**src/csr_pkg.sv**
```systemverilog
//////////////////////////////////////////////////////////////////////
// Shared constants and packed types of the machine-mode CSR unit
//////////////////////////////////////////////////////////////////////

package csr_pkg;

    // Register width, RV32 only
    localparam int XLEN = 32;

    // Machine information and trap setup
    localparam logic [11:0] CSR_MSTATUS  = 12'h300;
    localparam logic [11:0] CSR_MISA     = 12'h301;
    localparam logic [11:0] CSR_MIE      = 12'h304;
    localparam logic [11:0] CSR_MTVEC    = 12'h305;
    // Trap handling
    localparam logic [11:0] CSR_MSCRATCH = 12'h340;
    localparam logic [11:0] CSR_MEPC     = 12'h341;
    localparam logic [11:0] CSR_MCAUSE   = 12'h342;
    localparam logic [11:0] CSR_MTVAL    = 12'h343;
    localparam logic [11:0] CSR_MIP      = 12'h344;
    localparam logic [11:0] CSR_MHARTID  = 12'hF14;
    // Counter halves, cycle and time share one counter
    localparam logic [11:0] CSR_CYCLE    = 12'hC00;
    localparam logic [11:0] CSR_TIME     = 12'hC01;
    localparam logic [11:0] CSR_CYCLEH   = 12'hC80;
    localparam logic [11:0] CSR_TIMEH    = 12'hC81;

    // Interrupt bit positions, same in mie and mip
    localparam int MIE_MSI = 3;
    localparam int MIE_MTI = 7;
    localparam int MIE_MEI = 11;

    // Legal mstatus bits: MIE, MPIE and MPP
    localparam logic [XLEN-1:0] MSTATUS_MASK = 32'h0000_1888;
    // MXL = 1, I extension only
    localparam logic [XLEN-1:0] MISA_VALUE   = 32'h4000_0100;

    // Zicsr funct3 encodings
    localparam logic [2:0] FUNCT3_CSRRW  = 3'b001;
    localparam logic [2:0] FUNCT3_CSRRS  = 3'b010;
    localparam logic [2:0] FUNCT3_CSRRC  = 3'b011;
    localparam logic [2:0] FUNCT3_CSRRWI = 3'b101;
    localparam logic [2:0] FUNCT3_CSRRSI = 3'b110;
    localparam logic [2:0] FUNCT3_CSRRCI = 3'b111;

    typedef enum logic [1:0] {
        CSR_WRITE = 2'd0,
        CSR_SET   = 2'd1,
        CSR_CLEAR = 2'd2
    } csr_op_t;

    //////////////////////////////////////////////////////////////////////
    // Packed buses
    //////////////////////////////////////////////////////////////////////

    // I-type overlay of a SYSTEM instruction, zimm sits in rs1
    typedef struct packed {
        logic [11:0] csr;
        logic [4:0]  rs1;
        logic [2:0]  funct3;
        logic [4:0]  rd;
        logic [6:0]  opcode;
    } csr_instr_t;

    // Decoded request, decoder to register file
    typedef struct packed {
        logic            valid;
        logic [11:0]     addr;
        logic [4:0]      rd;
        csr_op_t         op;
        logic            wr;
        logic [XLEN-1:0] operand;
    } csr_req_t;

    // One bit per interrupt source
    typedef struct packed {
        logic ext;
        logic timer;
        logic sw;
    } irq_t;

    // Trap entry strobes from the controller
    typedef struct packed {
        logic            mepc_wr;
        logic [XLEN-1:0] mepc;
        logic            mcause_wr;
        logic [XLEN-1:0] mcause;
        logic            mstatus_wr;
        logic [XLEN-1:0] mstatus;
        logic            clr_meip;
    } trap_wr_t;

    // CSR state exported to the rest of the core
    typedef struct packed {
        logic [XLEN-1:0] mtvec;
        logic [XLEN-1:0] mepc;
        logic [XLEN-1:0] mstatus;
        logic            meip;
        logic            mtip;
        logic            msip;
    } csr_sb_t;

endpackage
```
**src/csr_unit.sv**
```systemverilog
//////////////////////////////////////////////////////////////////////
// CSR unit top, decoder, machine CSR file and interrupt pending
//////////////////////////////////////////////////////////////////////

module csr_unit
    import csr_pkg::*;
#(
    parameter int unsigned HART_ID    = 0,
    parameter int          SYNC_DEPTH = 2
) (
    input  logic            aclk,
    input  logic            aresetn,
    // Instruction strobe, no back-pressure
    input  logic            valid,
    input  csr_instr_t      instr,
    // rs1 read port of the core register file
    output logic [4:0]      rs1_addr,
    input  logic [XLEN-1:0] rs1_val,
    // Asynchronous interrupt pins
    input  irq_t            irq,
    // Controller trap entry
    input  trap_wr_t        trap_wr,
    // rd write-back
    output logic            rd_wr_en,
    output logic [4:0]      rd_wr_addr,
    output logic [XLEN-1:0] rd_wr_val,
    output csr_sb_t         csr_sb
);

    csr_req_t        csr_req;
    irq_t            pend;
    logic [XLEN-1:0] mie;

    zicsr_decoder i_decoder (
        .valid    (valid),
        .instr    (instr),
        .rs1_addr (rs1_addr),
        .rs1_val  (rs1_val),
        .csr_req  (csr_req)
    );

    irq_pending #(
        .SYNC_DEPTH (SYNC_DEPTH)
    ) i_irq_pending (
        .aclk     (aclk),
        .aresetn  (aresetn),
        .irq      (irq),
        .mie      (mie),
        .clr_meip (trap_wr.clr_meip),
        .pend     (pend)
    );

    machine_csr_file #(
        .HART_ID (HART_ID)
    ) i_csr_file (
        .aclk       (aclk),
        .aresetn    (aresetn),
        .csr_req    (csr_req),
        .trap_wr    (trap_wr),
        .pend       (pend),
        .mie        (mie),
        .rd_wr_en   (rd_wr_en),
        .rd_wr_addr (rd_wr_addr),
        .rd_wr_val  (rd_wr_val),
        .csr_sb     (csr_sb)
    );

endmodule

```
**src/machine_csr_file.sv**
```systemverilog
//////////////////////////////////////////////////////////////////////
// Machine-mode CSRs with read-modify-write update and rd write-back
//////////////////////////////////////////////////////////////////////

module machine_csr_file
    import csr_pkg::*;
#(
    parameter int unsigned HART_ID = 0
) (
    input  logic            aclk,
    input  logic            aresetn,
    input  csr_req_t        csr_req,
    input  trap_wr_t        trap_wr,
    input  irq_t            pend,
    output logic [XLEN-1:0] mie,
    output logic            rd_wr_en,
    output logic [4:0]      rd_wr_addr,
    output logic [XLEN-1:0] rd_wr_val,
    output csr_sb_t         csr_sb
);

    logic [XLEN-1:0] mstatus;
    logic [XLEN-1:0] mtvec;
    logic [XLEN-1:0] mscratch;
    logic [XLEN-1:0] mepc;
    logic [XLEN-1:0] mcause;
    logic [XLEN-1:0] mtval;
    logic [XLEN-1:0] mip;
    logic [63:0]     time_q;

    logic [XLEN-1:0] old_val;
    logic [XLEN-1:0] new_val;
    logic            csr_wren;

    // mip is a view of the pending logic
    always_comb begin
        mip          = '0;
        mip[MIE_MEI] = pend.ext;
        mip[MIE_MTI] = pend.timer;
        mip[MIE_MSI] = pend.sw;
    end

    ////////////////////////////////////////////////////////////////////
    // Read mux and new value
    ////////////////////////////////////////////////////////////////////

    always_comb begin
        case (csr_req.addr)
            CSR_MSTATUS:          old_val = mstatus;
            CSR_MISA:             old_val = MISA_VALUE;
            CSR_MIE:              old_val = mie;
            CSR_MTVEC:            old_val = mtvec;
            CSR_MSCRATCH:         old_val = mscratch;
            CSR_MEPC:             old_val = mepc;
            CSR_MCAUSE:           old_val = mcause;
            CSR_MTVAL:            old_val = mtval;
            CSR_MIP:              old_val = mip;
            CSR_MHARTID:          old_val = XLEN'(HART_ID);
            CSR_CYCLE, CSR_TIME:  old_val = time_q[31:0];
            CSR_CYCLEH, CSR_TIMEH: old_val = time_q[63:32];
            default:              old_val = '0;
        endcase
    end

    always_comb begin
        case (csr_req.op)
            CSR_SET:   new_val = old_val | csr_req.operand;
            CSR_CLEAR: new_val = old_val & ~csr_req.operand;
            default:   new_val = csr_req.operand;
        endcase
    end

    assign csr_wren = csr_req.valid & csr_req.wr;

    ////////////////////////////////////////////////////////////////////
    // Writable CSRs, trap writes win over instruction writes
    ////////////////////////////////////////////////////////////////////

    always_ff @(posedge aclk or negedge aresetn) begin
        if (!aresetn) begin
            mstatus  <= '0;
            mie      <= '0;
            mtvec    <= '0;
            mscratch <= '0;
            mepc     <= '0;
            mcause   <= '0;
            mtval    <= '0;
        end else begin
            // Only MIE, MPIE and MPP survive
            if (trap_wr.mstatus_wr) begin
                mstatus <= trap_wr.mstatus & MSTATUS_MASK;
            end else if (csr_wren && csr_req.addr == CSR_MSTATUS) begin
                mstatus <= new_val & MSTATUS_MASK;
            end
            // IALIGN is 32, low bits forced to zero
            if (trap_wr.mepc_wr) begin
                mepc <= {trap_wr.mepc[XLEN-1:2], 2'b00};
            end else if (csr_wren && csr_req.addr == CSR_MEPC) begin
                mepc <= {new_val[XLEN-1:2], 2'b00};
            end
            if (trap_wr.mcause_wr) begin
                mcause <= trap_wr.mcause;
            end else if (csr_wren && csr_req.addr == CSR_MCAUSE) begin
                mcause <= new_val;
            end
            // Plain read/write registers
            if (csr_wren && csr_req.addr == CSR_MIE) begin
                mie <= new_val;
            end
            if (csr_wren && csr_req.addr == CSR_MTVEC) begin
                mtvec <= new_val;
            end
            if (csr_wren && csr_req.addr == CSR_MSCRATCH) begin
                mscratch <= new_val;
            end
            if (csr_wren && csr_req.addr == CSR_MTVAL) begin
                mtval <= new_val;
            end
        end
    end

    // Free-running counter behind both cycle and time
    always_ff @(posedge aclk or negedge aresetn) begin
        if (!aresetn) begin
            time_q <= '0;
        end else begin
            time_q <= time_q + 64'd1;
        end
    end

    ////////////////////////////////////////////////////////////////////
    // rd write-back, one cycle after the strobe
    ////////////////////////////////////////////////////////////////////

    always_ff @(posedge aclk or negedge aresetn) begin
        if (!aresetn) begin
            rd_wr_en <= 1'b0;
        end else begin
            rd_wr_en <= csr_req.valid;
        end
    end

    // Old value, captured before this edge's update lands
    always_ff @(posedge aclk) begin
        rd_wr_addr <= csr_req.rd;
        rd_wr_val  <= old_val;
    end

    // Shared bus
    assign csr_sb.mtvec   = mtvec;
    assign csr_sb.mepc    = mepc;
    assign csr_sb.mstatus = mstatus;
    assign csr_sb.meip    = pend.ext;
    assign csr_sb.mtip    = pend.timer;
    assign csr_sb.msip    = pend.sw;

endmodule

```
**src/irq_pending.sv**
```systemverilog
//////////////////////////////////////////////////////////////////////
// Interrupt pin synchronizers and machine pending bits
//////////////////////////////////////////////////////////////////////

module irq_pending
    import csr_pkg::*;
#(
    parameter int SYNC_DEPTH = 2
) (
    input  logic            aclk,
    input  logic            aresetn,
    input  irq_t            irq,
    input  logic [XLEN-1:0] mie,
    input  logic            clr_meip,
    output irq_t            pend
);

    // Flop chain per pin, index 0 samples the raw pins
    irq_t sync_q [SYNC_DEPTH];
    irq_t irq_sync;

    always_ff @(posedge aclk or negedge aresetn) begin
        if (!aresetn) begin
            for (int i = 0; i < SYNC_DEPTH; i++) begin
                sync_q[i] <= '0;
            end
        end else begin
            sync_q[0] <= irq;
            for (int i = 1; i < SYNC_DEPTH; i++) begin
                sync_q[i] <= sync_q[i-1];
            end
        end
    end

    assign irq_sync = sync_q[SYNC_DEPTH-1];

    ////////////////////////////////////////////////////////////////////
    // Pending bits, set on edge SYNC_DEPTH+1 counting the sampling edge
    ////////////////////////////////////////////////////////////////////

    always_ff @(posedge aclk or negedge aresetn) begin
        if (!aresetn) begin
            pend <= '0;
        end else begin
            // External stays pending until the controller clears it
            if (mie[MIE_MEI] && irq_sync.ext) begin
                pend.ext <= 1'b1;
            end else if (clr_meip) begin
                pend.ext <= 1'b0;
            end
            // Timer and software track the enabled pin level
            pend.timer <= mie[MIE_MTI] & irq_sync.timer;
            pend.sw    <= mie[MIE_MSI] & irq_sync.sw;
        end
    end

endmodule

```
**src/zicsr_decoder.sv**
```systemverilog
//////////////////////////////////////////////////////////////////////
// Zicsr decode, turns the instruction strobe into a CSR request
//////////////////////////////////////////////////////////////////////

module zicsr_decoder
    import csr_pkg::*;
(
    input  logic            valid,
    input  csr_instr_t      instr,
    output logic [4:0]      rs1_addr,
    input  logic [XLEN-1:0] rs1_val,
    output csr_req_t        csr_req
);

    logic [XLEN-1:0] zimm_ext;
    logic            src_nonzero;
    csr_op_t         op;
    logic            wr;

    // Register file read goes out in the same cycle as the strobe
    assign rs1_addr = instr.rs1;

    // Immediate forms carry zimm in the rs1 slot
    assign zimm_ext    = {{(XLEN-5){1'b0}}, instr.rs1};
    // Same test for x0 and for a zero zimm
    assign src_nonzero = (instr.rs1 != 5'd0);

    // Operation and write intent
    always_comb begin
        op = CSR_WRITE;
        wr = 1'b0;
        case (instr.funct3)
            FUNCT3_CSRRW, FUNCT3_CSRRWI: begin
                op = CSR_WRITE;
                wr = 1'b1;
            end
            // Set and clear only write with a nonzero source
            FUNCT3_CSRRS, FUNCT3_CSRRSI: begin
                op = CSR_SET;
                wr = src_nonzero;
            end
            FUNCT3_CSRRC, FUNCT3_CSRRCI: begin
                op = CSR_CLEAR;
                wr = src_nonzero;
            end
            // Not a CSR form, read only
            default: begin
                op = CSR_WRITE;
                wr = 1'b0;
            end
        endcase
    end

    // funct3[2] marks the immediate forms
    assign csr_req.valid   = valid;
    assign csr_req.addr    = instr.csr;
    assign csr_req.rd      = instr.rd;
    assign csr_req.op      = op;
    assign csr_req.wr      = wr;
    assign csr_req.operand = instr.funct3[2] ? zimm_ext : rs1_val;

endmodule

```
**config.mk**
```make
export PLATFORM = sky130hd
export DESIGN_NAME = csr_unit
export DESIGN_NICKNAME = d
export VERILOG_FILES = /design/src/csr_pkg.sv /design/src/csr_unit.sv /design/src/machine_csr_file.sv /design/src/irq_pending.sv /design/src/zicsr_decoder.sv
export SDC_FILE = /design/constraint.sdc
export NUM_CORES = 1
export LEC_CHECK = 0
export BUFFER_PORTS_ARGS = -buffer_cell sky130_fd_sc_hd__buf_2
export CORE_MARGIN = 8
export CORE_UTILIZATION = 55
export DETAILED_ROUTE_END_ITERATION = 10
export MAX_ROUTING_LAYER = met4
export PLACE_DENSITY = 0.77
export RECOVER_POWER = 100
export SETUP_SLACK_MARGIN = 0.02
export SLEW_MARGIN = 20
export SYNTH_ARGS = -nofsm -noshare
export SYNTH_HDL_FRONTEND = slang
export SYNTH_SLANG_ARGS = --single-unit
```
**constraint.sdc**
```tcl
create_clock -name aclk -period 3.28 [get_ports aclk]
set_input_delay 0.164 -clock aclk [delete_from_list [all_inputs] [get_ports aclk]]
set_output_delay 0.164 -clock aclk [all_outputs]
set_load 0.005 [all_outputs]
```
==> results_dict.tcl <==
set metrics [dict create \
    status "finished, violations left" \
    grt_max_degree 69 \
    grt_pass1_wl_mm 85.17 \
    irDropWorstVdd_uv 350.9 \
    violations "capacitance limit, slew limit" \
    placed_cell_area_um2 17600 \
    synth-seq-cells 305 \
    grt_pass1_vias 14599 \
    die_h_um 187.0 \
    overflow 0 \
    antenna_found_initial 3 \
    yosysSeqAreaShare 0.4632 \
    avgViaCountPerCell 6.204 \
    synth_ff_type "dfrtp_1" \
    setup_viol 0 \
    crit_family "buffers and inverters" \
    max_stage_delay_ps 900 \
    tns_ps 0 \
    p_leak_nw 8.418 \
    rsz0062_at_grt "no" \
    synth.top_cell.area_share 0.4171 \
    die-area_um2 34960 \
    h-tree-depth 2 \
    ant_nets 0 \
    yosys.area_share.adder 0.003113 \
    whs_path_depth 4 \
    cts_made_buffers 36 \
    syn_to_final_growth_pct 20.99 \
    cts.sinks 305 \
    fillers 2317 \
    synth-xor-area-share 0.03377 \
    initial_utilization 0.5587 \
    synth.most_common_cell "dfrtp_1" \
    syn_inst 1689 \
    min_period_ps 3060 \
    drt_first_pass_iters 5 \
    slew_headroom -0.2394 \
    yosys.area_share.simple 0.1938 \
    ctsResizeCount 0 \
    num_io_pins 312 \
    coreArea_um2 28780 \
    clk_pin_slew_ps 60 \
    reg2reg_depth 7 \
    clk-insertion-delay-late_ps 530 \
    rrSetupSlack_ps 230 \
    maxSlewViolCount 97 \
    design_area_um2 19450 \
    crit_path_cell_trace "clkbuf_1 > nor3_1 > nand3_1 > clkbuf_1 > o221ai_1 > a21oi_1 > o21ai_0" \
    synth_top_family_by_area "simple AND/OR/NAND/NOR gates" \
    drc_errors 0 \
    crit_path_end_kind "flip-flop" \
    hold_violations 0 \
    vias 14870 \
    cp.depth 7 \
    cts-root-buf "clkbuf_16" \
    wirelength_mm 55.75 \
    critPathMaxFanout 25 \
    ys_async_sr_fraction 0.8787 \
    clock_skew_ps 14.85 \
    synth_compound_area_frac 0.1731 \
    drive_gt1_frac 0.1731 \
    post_drt_wl_per_cell_um 23.26 \
    crit_arrival_ps 3420 \
    place_hpwl_mm 40.32 \
    fin_nets 2157 \
    critPathLaunchType "input port" \
    die_w_um 187.0 \
    synth_edf_count 0 \
    post_cts_buffers 0 \
    synth_area_leader_cell "dfrtp_1" \
    ys_types 81 \
    period_share 0.9330 \
    power.density_nw_per_um2 464.9 \
    cpMostUsedCell "clkbuf_1" \
    placementRows 62 \
    required_ps 3630 \
    critPathKind "in2reg" \
    clock_path_buffers 3 \
    synth_common_cells "268 x dfrtp_1, 148 x nor2_1, 142 x a21oi_1, 130 x nand2_1, 103 x o21ai_0" \
    max_cap_viol_count 2 \
    port_buffers 244 \
    avgSynthCellArea_um2 9.520 \
    synthMuxAreaShare 0.07914 \
    max_freq_ghz 0.3268 \
    max_slew.worst_pin.slew_ps 1859 \
    cp_num_buf_inv 2 \
    yosys_warnings 0 \
    min_path_type "in2reg" \
    routabilityCongestion 1.011 \
    cpMaxStageDelayCell "clkbuf_1" \
    netlist_area_um2 16080 \
    synth.area.top_cells "dfrtp_1 42%, dfxtp_1 4.6%, a21oi_1 4.4%" \
    track_usage 0.3174 \
    cts_tree "built" \
    drt-initial-drc-count 1617 \
]
## worst min-delay path: cells and delay by family
kind                   cells  cell delay, ps
AND/OR/NAND/NOR            1             100
AO/OA/AOI/OAI              2             260
buffers and inverters      1             100
## cells in the final DEF, fill, tap and decap left out, types with 22 or more instances in the layout
cell type      Yosys  layout
nand3_1           71      71
nor2_1           148     144
a21o_1            39      39
xnor2_1           42      42
dfxtp_1           37      37
nand4_1           25      25
o21ai_0          103     105
dlygate4sd3_1      0      81
nand3b_1          45      45
buf_2             29     148
conb_1             1      30
nor3_1            21      22
clkbuf_1          85     110
a211oi_1          32      32
mux2_2            47      47
clkbuf_16          0      36
nand2b_1          30      30
mux2i_1           54      54
buf_4             38      45
nand2_1          130     131
dfrtp_1          268     268
a21oi_1          142     144
## power breakdown
part | total (mW) | switching [mW] | internal (mW)
clock network | 4.20 | 1.61 | 2.59
logic | 0.929 | 0.556 | 0.373
registers | 3.92 | 0.0728 | 3.84
total | 9.04 | 2.24 | 6.81
## routing by layer
layer,routed length (um),share of wire,vias to the layer above,global-route usage
li1,-,-,6607,-
met1,21880,0.39,7128,0.4032
met2,24700,0.44,956,0.4679
met3,6871,0.12,179,0.1033
met4,2301,0.041,0,0.1206
met5,0,0,-,-
## per-stage QoR
| step | cells | power (mW) | worst slack (ps) | hold slack (ps) | utilization |
|---|---|---|---|---|---|
| after global routing | 2397 | 9.312 | 74.73 | 164.8 | 0.6759 |
| final | 2397 | 9.045 | 219.7 | 136.0 | 0.6759 |
| after floorplan | 1718 | 4.440 | 1184 | -131.6 | - |
| after CTS | 2394 | 9.071 | 380.8 | 122.0 | 0.6832 |
| after global placement | 2248 | 4.799 | 532.1 | 161.7 | 0.6116 |
| after detailed placement | 2248 | 4.819 | 466.3 | 171.2 | 0.6116 |
## flip-flops by register name, indices dropped and copies added (netlist names), 4 cells and up
name / cells
i_csr_file.rd_wr_addr: 5
i_csr_file.mscratch: 32
i_csr_file.mie: 32
i_csr_file.rd_wr_val: 32
i_csr_file.mstatus: 4
i_csr_file.time_q: 64
i_csr_file.mtvec: 32
i_csr_file.mepc: 30
i_csr_file.mtval: 32
i_csr_file.mcause: 32
## cells by family (layout without fill, tap and decap cells)
| group | count (synthesis) | after routing |
|---|---|---|
| AND/OR/NAND/NOR | 593 | 593 |
| other | 1 | 33 |
| buffers and inverters | 180 | 472 |
| multiplexers | 110 | 110 |
| adder cells (fa/ha/maj) | 4 | 4 |
| flip-flops | 305 | 305 |
| AO/OA/AOI/OAI | 434 | 434 |
| XOR/XNOR | 62 | 62 |
## path summary, 6_finish.rpt
| path | startpoint | endpoint |
|---|---|---|
| max | instr[21] | i_csr_file.mcause[1]$_DFFE_PN0P_ |
| min | rs1_val[5] | i_csr_file.mcause[5]$_DFFE_PN0P_ |
| max reg2reg | i_csr_file.time_q[35]$_DFF_PN0_ | i_csr_file.mstatus[3]$_DFFE_PN0P_ |
| min reg2reg | i_irq_pending.sync_q[4]$_DFF_PN0_ | i_irq_pending.irq_sync[1]$_DFF_PN0_ |
| max in group asynchronous | aresetn | i_csr_file.mtvec[7]$_DFFE_PN0P_ |
| min in group asynchronous | aresetn | i_csr_file.time_q[8]$_DFF_PN0_ |
## layout make-up
| cell class | count | area [um^2] | area share |
|---|---|---|---|
| multi-input combinational | 1233 | 7861 | 0.4041 |
| sequential | 305 | 7447 | 0.3828 |
| timing repair buffer | 386 | 2326 | 0.1196 |
| clock buffer | 50 | 1023 | 0.05261 |
| tap | 384 | 480.5 | 0.02470 |
| clock inverter | 15 | 229.0 | 0.01177 |
| inverter | 21 | 78.83 | 0.004052 |
| antenna | 3 | 7.507 | 0.0003859 |
## timing repair
action                                  CTS  global route
hold buffers                             81             0
endpoints found under the setup margin    0             0
endpoints found under the hold margin   139             0
Note: power is estimated with default switching activity, not from simulation.
